### src/motion_defines.svh
`ifndef MOTION_DEFINES_SVH
`define MOTION_DEFINES_SVH

`define MOTION_DATA_W       32
`define MOTION_ADDR_W       5
`define MOTION_NUM_AXES     4
`define MOTION_STEP_BIT_W   5

`define MOTION_A_CTRL       5'd0
`define MOTION_A_DT         5'd1
`define MOTION_A_STEPS      5'd2
`define MOTION_A_PRE        5'd3
`define MOTION_A_PULSE      5'd4
`define MOTION_A_POST       5'd5
`define MOTION_A_GO         5'd6
`define MOTION_A_ABORT      5'd7
`define MOTION_A_VEL0       5'd8
`define MOTION_A_ACC0       5'd9
`define MOTION_A_TICKS      5'd16
`define MOTION_A_STATUS     5'd17

`define MOTION_CTRL_EN_LSB  0
`define MOTION_CTRL_BIT_LSB 4

`endif

### src/motion_pkg.sv
`include "motion_defines.svh"

package motion_pkg;

    // one addressed word of the register bank.
    typedef logic [`MOTION_DATA_W-1:0] reg_word_t;

    typedef logic [`MOTION_ADDR_W-1:0] reg_addr_t;

    // velocity, acceleration and phase share one signed format.
    typedef logic signed [`MOTION_DATA_W-1:0] rate_t;

    // cycle and tick counts.
    typedef logic [`MOTION_DATA_W-1:0] count_t;

    // index of the phase bit whose toggle makes a step.
    typedef logic [`MOTION_STEP_BIT_W-1:0] bit_sel_t;

    typedef enum logic [1:0] {
        IDLE,
        PRE,
        PULSE,
        POST
    } pulse_state_t;

endpackage

### src/motion_regs.sv
`timescale 1ns/1ps
`include "motion_defines.svh"

module motion_regs
    import motion_pkg::*;
(
    input  logic                        osc_clk,
    input  logic                        arst_n,
    input  logic                        reg_wr,
    input  reg_addr_t                   reg_addr,
    input  reg_word_t                   reg_data,
    input  reg_addr_t                   rd_addr,
    input  count_t                      tick_count,
    input  logic                        running,
    output reg_word_t                   rd_data,
    output logic                        go,
    output logic                        abort,
    output count_t                      dt_limit,
    output count_t                      steps_limit,
    output count_t                      pre_n,
    output count_t                      pulse_n,
    output count_t                      post_n,
    output bit_sel_t                    step_bit,
    output logic [`MOTION_NUM_AXES-1:0] enable,
    output rate_t                       vel [`MOTION_NUM_AXES],
    output rate_t                       acc [`MOTION_NUM_AXES]
);

    reg_word_t ctrl;

    assign enable   = ctrl[`MOTION_CTRL_EN_LSB +: `MOTION_NUM_AXES];
    assign step_bit = ctrl[`MOTION_CTRL_BIT_LSB +: `MOTION_STEP_BIT_W];

    always_ff @(posedge osc_clk or negedge arst_n) begin
        if (!arst_n) begin
            go          <= 1'b0;
            abort       <= 1'b0;
            ctrl        <= '0;
            dt_limit    <= '0;
            steps_limit <= '0;
            pre_n       <= '0;
            pulse_n     <= '0;
            post_n      <= '0;
            for (int k = 0; k < `MOTION_NUM_AXES; k++) begin
                vel[k] <= '0;
                acc[k] <= '0;
            end
        end else begin
            go    <= reg_wr && (reg_addr == `MOTION_A_GO); // strobe only, nothing stored.
            abort <= reg_wr && (reg_addr == `MOTION_A_ABORT);
            if (reg_wr) begin
                case (reg_addr)
                    `MOTION_A_CTRL:  ctrl        <= reg_data;
                    `MOTION_A_DT:    dt_limit    <= reg_data;
                    `MOTION_A_STEPS: steps_limit <= reg_data;
                    `MOTION_A_PRE:   pre_n       <= reg_data;
                    `MOTION_A_PULSE: pulse_n     <= reg_data;
                    `MOTION_A_POST:  post_n      <= reg_data;
                    default: ;
                endcase
                // axis words are interleaved, velocity then acceleration.
                for (int k = 0; k < `MOTION_NUM_AXES; k++) begin
                    if (reg_addr == reg_addr_t'(`MOTION_A_VEL0 + 2 * k)) begin
                        vel[k] <= rate_t'(reg_data);
                    end
                    if (reg_addr == reg_addr_t'(`MOTION_A_ACC0 + 2 * k)) begin
                        acc[k] <= rate_t'(reg_data);
                    end
                end
            end
        end
    end

    always_comb begin
        rd_data = '0; // unmapped and write-only addresses read as zero.
        case (rd_addr)
            `MOTION_A_CTRL:   rd_data = ctrl;
            `MOTION_A_DT:     rd_data = dt_limit;
            `MOTION_A_STEPS:  rd_data = steps_limit;
            `MOTION_A_PRE:    rd_data = pre_n;
            `MOTION_A_PULSE:  rd_data = pulse_n;
            `MOTION_A_POST:   rd_data = post_n;
            `MOTION_A_TICKS:  rd_data = tick_count;
            `MOTION_A_STATUS: rd_data = reg_word_t'(running);
            default: ;
        endcase
        for (int k = 0; k < `MOTION_NUM_AXES; k++) begin
            if (rd_addr == reg_addr_t'(`MOTION_A_VEL0 + 2 * k)) begin
                rd_data = reg_word_t'(vel[k]);
            end
            if (rd_addr == reg_addr_t'(`MOTION_A_ACC0 + 2 * k)) begin
                rd_data = reg_word_t'(acc[k]);
            end
        end
    end

    // a run cannot be started and cancelled by the same strobe.
    a_go_abort_excl: assert property (
        @(posedge osc_clk) disable iff (!arst_n) !(go && abort)
    );

endmodule

### src/acc_step_gen.sv
`timescale 1ns/1ps

module acc_step_gen
    import motion_pkg::*;
(
    input  logic   osc_clk,
    input  logic   arst_n,
    input  logic   go,
    input  logic   abort,
    input  count_t dt_limit,
    input  count_t steps_limit,
    output logic   tick,
    output logic   running,
    output logic   done,
    output count_t tick_count
);

    count_t dt_cnt;

    always_ff @(posedge osc_clk or negedge arst_n) begin
        if (!arst_n) begin
            dt_cnt     <= '0;
            tick_count <= '0;
            tick       <= 1'b0;
            running    <= 1'b0;
            done       <= 1'b0;
        end else begin
            tick <= 1'b0;
            done <= 1'b0;
            if (go) begin
                dt_cnt     <= '0; // a go during a run starts it over.
                tick_count <= '0;
                running    <= 1'b1;
            end else if (abort) begin
                running <= 1'b0; // tick_count stays for readback.
            end else if (running) begin
                if (dt_cnt + 1 >= dt_limit) begin
                    dt_cnt     <= '0;
                    tick       <= 1'b1;
                    tick_count <= tick_count + 1;
                    if (tick_count + 1 >= steps_limit) begin
                        done    <= 1'b1; // last tick of the run.
                        running <= 1'b0;
                    end
                end else begin
                    dt_cnt <= dt_cnt + 1;
                end
            end
        end
    end

    // the run can only end on a tick boundary.
    a_done_with_tick: assert property (
        @(posedge osc_clk) disable iff (!arst_n) done |-> tick
    );

endmodule

### src/acc_profile_gen.sv
`timescale 1ns/1ps

module acc_profile_gen
    import motion_pkg::*;
(
    input  logic     osc_clk,
    input  logic     arst_n,
    input  logic     go,
    input  logic     tick,
    input  rate_t    vel,
    input  rate_t    acc,
    input  bit_sel_t step_bit,
    output logic     step_req,
    output logic     req_dir
);

    rate_t phase;
    rate_t velocity;
    rate_t accel;
    rate_t phase_next;

    assign phase_next = phase + velocity;

    always_ff @(posedge osc_clk or negedge arst_n) begin
        if (!arst_n) begin
            phase    <= '0;
            velocity <= '0;
            accel    <= '0;
            step_req <= 1'b0;
            req_dir  <= 1'b0;
        end else begin
            step_req <= 1'b0;
            if (go) begin
                phase    <= '0;
                velocity <= vel; // profile restarts from the programmed values.
                accel    <= acc;
            end else if (tick) begin
                phase    <= phase_next;
                velocity <= velocity + accel;
                // a toggle of the selected bit in either direction is one step.
                step_req <= phase_next[step_bit] != phase[step_bit];
                req_dir  <= ~velocity[$bits(rate_t)-1];
            end
        end
    end

endmodule

### src/motor_step_gen.sv
`timescale 1ns/1ps

module motor_step_gen
    import motion_pkg::*;
(
    input  logic   osc_clk,
    input  logic   arst_n,
    input  logic   step_req,
    input  logic   req_dir,
    input  count_t pre_n,
    input  count_t pulse_n,
    input  count_t post_n,
    output logic   step,
    output logic   dir
);

    pulse_state_t state;
    count_t       cnt; // cycles spent in the current state.

    always_ff @(posedge osc_clk or negedge arst_n) begin
        if (!arst_n) begin
            state <= IDLE;
            cnt   <= '0;
            step  <= 1'b0;
            dir   <= 1'b0;
        end else begin
            case (state)
                IDLE: begin
                    if (step_req) begin
                        dir <= req_dir;
                        cnt <= count_t'(1);
                        if (pre_n == '0) begin
                            state <= PULSE; // no setup time asked for.
                            step  <= 1'b1;
                        end else begin
                            state <= PRE;
                        end
                    end
                end
                PRE: begin
                    if (cnt >= pre_n) begin
                        state <= PULSE;
                        step  <= 1'b1;
                        cnt   <= count_t'(1);
                    end else begin
                        cnt <= cnt + 1;
                    end
                end
                PULSE: begin
                    if (cnt >= pulse_n) begin
                        step  <= 1'b0;
                        cnt   <= count_t'(1);
                        state <= (post_n == '0) ? IDLE : POST;
                    end else begin
                        cnt <= cnt + 1;
                    end
                end
                POST: begin
                    if (cnt >= post_n) begin
                        state <= IDLE;
                    end else begin
                        cnt <= cnt + 1;
                    end
                end
                default: state <= IDLE;
            endcase
        end
    end

    // the tick period must leave room for a whole pulse sequence.
    a_req_in_idle: assert property (
        @(posedge osc_clk) disable iff (!arst_n) step_req |-> state == IDLE
    );

endmodule

### src/motion_top.sv
`timescale 1ns/1ps
`include "motion_defines.svh"

module motion_top
    import motion_pkg::*;
(
    input  logic                        osc_clk,
    input  logic                        arst_n,
    input  logic                        reg_wr,
    input  reg_addr_t                   reg_addr,
    input  reg_word_t                   reg_data,
    input  reg_addr_t                   rd_addr,
    output reg_word_t                   rd_data,
    output logic                        done,
    output logic [`MOTION_NUM_AXES-1:0] motor_step,
    output logic [`MOTION_NUM_AXES-1:0] motor_dir,
    output logic [`MOTION_NUM_AXES-1:0] motor_enable
);

    logic                        go;
    logic                        abort;
    logic                        tick;
    logic                        running;
    count_t                      dt_limit;
    count_t                      steps_limit;
    count_t                      pre_n;
    count_t                      pulse_n;
    count_t                      post_n;
    count_t                      tick_count;
    bit_sel_t                    step_bit;
    rate_t                       vel [`MOTION_NUM_AXES];
    rate_t                       acc [`MOTION_NUM_AXES];
    logic [`MOTION_NUM_AXES-1:0] step_req;
    logic [`MOTION_NUM_AXES-1:0] req_dir;

    motion_regs regs1 (
        .osc_clk     (osc_clk),
        .arst_n      (arst_n),
        .reg_wr      (reg_wr),
        .reg_addr    (reg_addr),
        .reg_data    (reg_data),
        .rd_addr     (rd_addr),
        .tick_count  (tick_count),
        .running     (running),
        .rd_data     (rd_data),
        .go          (go),
        .abort       (abort),
        .dt_limit    (dt_limit),
        .steps_limit (steps_limit),
        .pre_n       (pre_n),
        .pulse_n     (pulse_n),
        .post_n      (post_n),
        .step_bit    (step_bit),
        .enable      (motor_enable),
        .vel         (vel),
        .acc         (acc)
    );

    acc_step_gen acc_step1 (
        .osc_clk     (osc_clk),
        .arst_n      (arst_n),
        .go          (go),
        .abort       (abort),
        .dt_limit    (dt_limit),
        .steps_limit (steps_limit),
        .tick        (tick),
        .running     (running),
        .done        (done),
        .tick_count  (tick_count)
    );

    // axes x, y, z and a in index order.
    for (genvar k = 0; k < `MOTION_NUM_AXES; k++) begin : g_axis
        acc_profile_gen acc_profile (
            .osc_clk  (osc_clk),
            .arst_n   (arst_n),
            .go       (go),
            .tick     (tick),
            .vel      (vel[k]),
            .acc      (acc[k]),
            .step_bit (step_bit),
            .step_req (step_req[k]),
            .req_dir  (req_dir[k])
        );

        motor_step_gen motor (
            .osc_clk  (osc_clk),
            .arst_n   (arst_n),
            .step_req (step_req[k]),
            .req_dir  (req_dir[k]),
            .pre_n    (pre_n),
            .pulse_n  (pulse_n),
            .post_n   (post_n),
            .step     (motor_step[k]),
            .dir      (motor_dir[k])
        );
    end

endmodule

### config.mk
export PLATFORM = sky130hd
export DESIGN_NAME = motion_top
export DESIGN_NICKNAME = d
export VERILOG_FILES = /design/src/motion_pkg.sv /design/src/motion_regs.sv /design/src/acc_step_gen.sv /design/src/acc_profile_gen.sv /design/src/motor_step_gen.sv /design/src/motion_top.sv
export VERILOG_INCLUDE_DIRS = /design/src
export SDC_FILE = /design/constraint.sdc
export NUM_CORES = 2
export LEC_CHECK = 0
export BUFFER_PORTS_ARGS = -buffer_cell sky130_fd_sc_hd__buf_2
export CAP_MARGIN = 20
export CORE_MARGIN = 5
export CORE_UTILIZATION = 45
export CTS_CLUSTER_SIZE = 8
export DETAILED_ROUTE_END_ITERATION = 6
export REMOVE_ABC_BUFFERS = 1
export SYNTH_ARGS = -nofsm -noshare
export SYNTH_HDL_FRONTEND = slang
export SYNTH_SLANG_ARGS = --single-unit
### constraint.sdc
create_clock -name osc_clk -period 4.65 [get_ports osc_clk]
set_clock_uncertainty 0.15 [all_clocks]
set_input_delay 0.93 -clock osc_clk [delete_from_list [all_inputs] [get_ports osc_clk]]
set_output_delay 0.93 -clock osc_clk [all_outputs]
set_load 0.02 [all_outputs]
### After elaboration in Yosys (flattened, before gate mapping)

Cells that the tools add are included.

* register bits: 1053
* input port bits: 45
* output and inout bits: 45
* logic and storage cells: 342

* $add $sub $neg: 14
* $lt $le $gt $ge: 15
* equality and inequality tests: 71
* muxes and demuxes: 130
* bitwise gates (word level): 5
* reductions and logical operators: 50

Operator list (number)
* 32-bit 2-to-1 mux: 48
* 32-bit one-hot mux with 4 select lines: 4
* 32-bit >= comparator: 14
* 32-bit adder: 8
* 32-bit one-hot mux with 8 select lines: 1
* 32-bit by 1-bit adder with 32-bit output, second input constant: 6
* 5-bit by 4-bit equality test with 1-bit output, second input constant: 16
* 32-bit logical NOT: 2
* 2-bit AND reduction: 24
* 1-bit 2-to-1 mux: 43
* 1-bit binary-select mux with 5-bit select: 8
* 2-bit 2-to-1 mux: 18
* 2-bit one-hot mux with 4 select lines: 4
* 5-bit by 3-bit equality test with 1-bit output, second input constant: 6
* 2-bit by 1-bit != test with 1-bit output, second input constant: 14
* 2-bit != test, second input constant: 11
* 5-bit by 2-bit equality test with 1-bit output, second input constant: 4
* 5-bit AND reduction: 4
* 2-bit equality test, second input constant: 8
* 4-bit AND reduction: 4
* 1-bit one-hot mux with 3 select lines: 4
* 3-bit nonzero test: 4
* 5-bit by 1-bit equality test with 1-bit output, second input constant: 2
* 5-bit equality test, second input constant: 2
* 9 further kinds: 26

### Longest topological paths before layout

* word-level depth: 10
* depth in mapped cells: 22
* gate-level depth less buffers: 21

### By module

From an unflattened synthesis, not the netlist that was laid out.

* cells, all modules: 8526
* area total of the unflattened synthesis: 79080.8 µm²

Modules (own cells, without submodules)
* motion_regs: times used 1, cells an instance 1700, area each 21197.8 µm², sequential area each 11260.8 µm²
* acc_profile_gen (g_axis[0].acc_profile ...): times used 2, cells an instance 903, area each 8032.7 µm², sequential area each 2452.4 µm²
* acc_profile_gen (g_axis[3].acc_profile): times used 1, cells an instance 900, area each 8067.7 µm², sequential area each 2452.4 µm²
* acc_profile_gen (g_axis[2].acc_profile): times used 1, cells an instance 882, area each 7982.7 µm², sequential area each 2452.4 µm²
* acc_step_gen: times used 1, cells an instance 792, area each 6520.0 µm², sequential area each 1676.6 µm²
* motor_step_gen (g_axis[1].motor): times used 1, cells an instance 662, area each 5078.6 µm², sequential area each 900.9 µm²
* motor_step_gen (g_axis[0].motor): times used 1, cells an instance 631, area each 4977.3 µm², sequential area each 900.9 µm²
* motor_step_gen (g_axis[3].motor): times used 1, cells an instance 578, area each 4611.9 µm², sequential area each 900.9 µm²
* motor_step_gen (g_axis[2].motor): times used 1, cells an instance 575, area each 4579.4 µm², sequential area each 900.9 µm²

### Least setup slack after synthesis

Ideal clock, no wire load.

* kind: register -> register
* start point: register acc_step1.dt_cnt[5]
* end point: register acc_step1.dt_cnt[21]
* library setup time: 78 ps
* arrival time: 4255 ps
* data required time: 4422 ps
* setup slack: 167 ps
* cell stages (with the launch flop): 21
* path buffers: 2
* clock period less this slack: 4483 ps
* cells stage by stage: dfrtp_1 > and3_1 > and3_1 > nand3_1 > nor3_1 > xor2_1 > ha_1 > a21o_1 > a21o_1 > a21o_1 > a21o_1 > a21o_1 > a21o_1 > a221o_1 > a221oi_1 > a21oi_1 > nor2_1 > clkbuf_1 > buf_2 > nand3_1 > a21oi_1

* word-level cells in the longest chain between the ends: 6

Ends and longest elaborated chain
* start: declaration: line acc_step_gen.sv:18 `count_t dt_cnt;`
* start signal: assignment: line acc_step_gen.sv:46 `dt_cnt <= dt_cnt + 1;`
* 32-bit by 1-bit adder with 32-bit output (*): line acc_step_gen.sv:37, acc_step_gen.sv:46
* 32-bit >= comparator: line acc_step_gen.sv:37 `if (dt_cnt + 1 >= dt_limit) begin`
* 32-bit 2-to-1 mux (*): line acc_step_gen.sv:37
* 32-bit 2-to-1 mux (*): line acc_step_gen.sv:36 `end else if (running) begin`
* 32-bit 2-to-1 mux (*): line acc_step_gen.sv:34 `end else if (abort) begin`
* 32-bit 2-to-1 mux (*): line acc_step_gen.sv:30 `if (go) begin`

Mark *: on every way between the ends. The rest lies on a longest branch, timed or not. The select of a mux whose other input is x is not followed.
A chain may end at the register's enable or synchronous reset.

### Worst setup path after layout

* start point: input rd_addr[0]
* end point: output rd_data[3]

* word-level cells in the longest chain between the ends: 10
* elaborated cells between the ends (all ways): 25
* those cells by class: 15 x eq/ne; 9 x mux; 1 x reduce/logical

Ends and longest elaborated chain
* start: declaration: line motion_top.sv:12 `input reg_addr_t rd_addr,`
* 5-bit equality test (tied with other cells): line motion_regs.sv:76 `case (rd_addr)`
* 32-bit one-hot mux with 8 select lines: line motion_regs.sv:76
* 32-bit 2-to-1 mux: line motion_regs.sv:88 `` if (rd_addr == reg_addr_t'(`MOTION_A_VEL0 + 2 * k)) begin ``
* 32-bit 2-to-1 mux: line motion_regs.sv:91 `` if (rd_addr == reg_addr_t'(`MOTION_A_ACC0 + 2 * k)) begin ``
* 32-bit 2-to-1 mux: line motion_regs.sv:88
* 32-bit 2-to-1 mux: line motion_regs.sv:91
* 32-bit 2-to-1 mux: line motion_regs.sv:88
* 32-bit 2-to-1 mux: line motion_regs.sv:91
* 32-bit 2-to-1 mux: line motion_regs.sv:88
* 32-bit 2-to-1 mux (*): line motion_regs.sv:91
* end: declaration: line motion_top.sv:13 `output reg_word_t rd_data,`

Mark *: on every way between the ends. The rest lies on a longest branch, timed or not.

==> impl_results.md <==
- Insertion delay to the later sink of the worst-skew pair: 0.78 ns
- Hpwl dp: 194.3 mm
- Largest net degree at the start of global routing: 122
- Vias in the first global route: about 61000
- Final core utilization: 0.5078
- Post-synth ARST share: 1.000
- I/O pin cnt: 90
- Num CTS Buffers: around 150
- Ratio of cells with drive above 1 in the final layout: 0.1673
- Vias: 60760
- Setup_tns: 0 ns
- Rows: 147
- Hold Fails Final Rpt: 0
- Cts hold-fix bufs: 0
- Commonest non-fill, non-tap cell in the layout: dfrtp_1
- Final WL: between 200 and 300 mm
- Placed Area: 76950 µm²
- First-pass GRT wire length: 384.4 mm
- H-tree depth: 4
- Cells after synthesis: about 7400
- Post-route ant nets: 0
- Mapped Avg Cell Area: 9.729 µm²
- Clock Sinks: 1053
- Maximum clock rate: 218.9 MHz
- Area growth from synthesis to layout: 12.46%
- CTS tree: yes
- Outcome: complete, no violations
- Gr ovfl total: 0
- Worst EP required: 3.57 ns
- Unique masters post-synth: 88
- Slew @ Worst Pin: about 1.1 ns
- Most frequent cells in the layout: dfrtp_1, ha_1, mux2_2
- Die Height: just over 400 µm
- Leading area contributor after synthesis: dfrtp_1
- Clock root buffer: clkbuf_16
- VDD IR-drop max: 398.6 µV
- DRC violations left: 0
- Die Area: 168900 µm²
- Ys Warns: 0
- Seq/Total Area, Yosys: 0.3643
- Ys flop type: dfrtp_1
- MaxCap Viol Count: 0
- EDFF count, synth: 0
- Total power per unit cell area: 388.2 nW/µm²
- CP endpoint kind: primary output
- Relative slew slack: 0.2781
- WL/cell: 26.09 µm
- Clock tree buffer depth: 3
- Initial Util: 0.4515
- Gp weighted congestion: 0.9625
- Setup Crit Path Kind: in2out
- Initial antenna violation count: 17
- Nets: between 8000 and 9000
- Worst hold path type: in2async
- Top cells by area, synth: dfrtp_1, ha_1, mux2_2, a21o_1, mux2i_1
- Worst-path clk slew: 0.05 ns
- Number of synthesized register bits: 1053
- Gr usage total: 0.2973
- Chip width: slightly above 400 µm
- Design area: 81350 µm²
- Endpoints failing setup: 0
- Initial drt markers: roughly 5000
- Leakage: roughly 40 nW
- Post-synth top area share: 0.3643
- Core ar.: between 150000 and 200000 µm²
- Period utilization: 0.9826
- Cell Count, Final, Fillers Out: 9820
- Placed Cells: a little under 10000
- CP startpoint kind: primary input
- Post-Syn Area: 72330 µm²
- Critical path peak fanout: 31
- IO Port Bufs: around 90
- Routed vias/inst: 6.187
- Final-layout fill cell count: 14590
- Arrival time worst endpoint: 3.49 ns
- Final min period: 4.569 ns
- DRT Pass-1 Iters: 7
- Final Max Slew Viols: 0
-- per-layer routing --
metal / wire, µm / track usage / part of all wire / up-vias
li1: - / - / - / 27880
met1: 107700 / 0.3849 / 0.42 / 30410
met2: 119500 / 0.4905 / 0.47 / 1929
met3: 14560 / 0.04023 / 0.057 / 529
met4: 14390 / 0.1468 / 0.056 / 2
met5: 12 / 0 / 0.000047 / -
-- cell usage after synthesis (26+ instances only) --
cell	count
nand2b_1	76
o21bai_1	38
a21oi_1	443
a221oi_1	52
o21ai_0	431
a211oi_1	74
and3_1	97
xnor2_1	177
clkbuf_1	291
mux2i_1	236
o21ai_1	26
a21o_1	363
nor2b_1	71
a31oi_1	74
nor3_1	157
or3_1	62
xor2_1	100
mux2_2	561
nor3b_1	27
o211ai_1	60
o21a_1	48
mux4_2	47
a22oi_1	27
nand4_1	90
nor2_1	460
nand3_1	189
ha_1	702
inv_1	270
and2_1	37
nand2_1	536
a222oi_1	31
o31ai_1	43
buf_1	61
dfrtp_1	1053
nor4_1	40
-- worst max-delay path, stage by stage --
cell and delay, ns:
buf_4 0.14, buf_4 0.17, nor2b_1 0.14, and3_1 0.21, buf_12 0.18, a221oi_1 0.40, a31oi_1 0.16, buf_4 0.17
a21oi_1 0.12, a21oi_1 0.09, buf_4 0.17, a21oi_1 0.20, o211ai_1 0.16, buf_2 0.20
-- logic make-up after synthesis --
| group | after synthesis | share of synthesized area |
|---|---|---|
| XOR/XNOR | 278 | 0.03385 |
| buffers and inverters | 649 | 0.03449 |
| adder cells (fa/ha/maj) | 710 | 0.1236 |
| AND/OR/NAND/NOR | 1918 | 0.1275 |
| flip-flops | 1053 | 0.3643 |
| AO/OA/AOI/OAI | 1982 | 0.1815 |
| multiplexers | 845 | 0.1348 |
-- path summary, 6_finish.rpt --
check                                             startpoint                                  to  slack [ns]  cells after the start
max in group asynchronous                             arst_n     g_axis[3].acc_profile.phase[22]        3.08                      2
max reg2reg                g_axis[3].acc_profile.velocity[0]  g_axis[3].acc_profile.velocity[30]        0.20                     18
min                                                   arst_n      g_axis[3].acc_profile.accel[2]        0.04                      1
max                                               rd_addr[0]                          rd_data[3]        0.08                     14
min reg2reg                    g_axis[2].acc_profile.req_dir       g_axis[2].acc_profile.req_dir        0.33                      2
min in group osc_clk           g_axis[2].acc_profile.req_dir       g_axis[2].acc_profile.req_dir        0.33                      2
-- final cells by class --
cell class	instances	area, µm²	area share
flip-flops and latches	1053	26370	0.3241
clock inverters	15	217.7	0.002676
multi-input cells	5733	43710	0.5373
clock buffers	174	4020	0.04942
repair buffers	400	3276	0.04027
inverters	274	1031	0.01267
well taps	2160	2703	0.03322
diodes	11	27.53	0.0003384
-- through the flow --
step,setup WS (ns),total power (W),hold WS [ns]
2_1_floorplan,-8.298,0.01725,0.2944
3_3_place_gp,0.03332,0.02094,0.3141
3_5_place_dp,-0.03217,0.02118,0.3255
4_1_cts,0.01346,0.03162,0.01511
5_1_grt,-0.009699,0.03311,0.05092
6_report,0.08087,0.03158,0.03786
-- registers in the layout (all words and copies together), names as in the netlist, 128 cells and up --
signal                       count
g_axis.motor.cnt               128
regs1.acc                      128
g_axis.acc_profile.phase       128
regs1.vel                      128
g_axis.acc_profile.velocity    128
g_axis.acc_profile.accel       128
-- power breakdown --
part,leakage (nW),switching [W],internal (W),total (W)
Combinational,23.9,0.00528,0.00382,0.00910
Sequential,13.9,0.00163,0.0105,0.0121
Clock,2.07,0.00429,0.00605,0.0103
-- timing repair --
item                                    CTS  global route
setup buffers                             0             1
endpoints found under the setup margin   15            97
gates resized for setup                   1            26
pin swaps                                 0             2
Power figures use the tool's default switching activity.
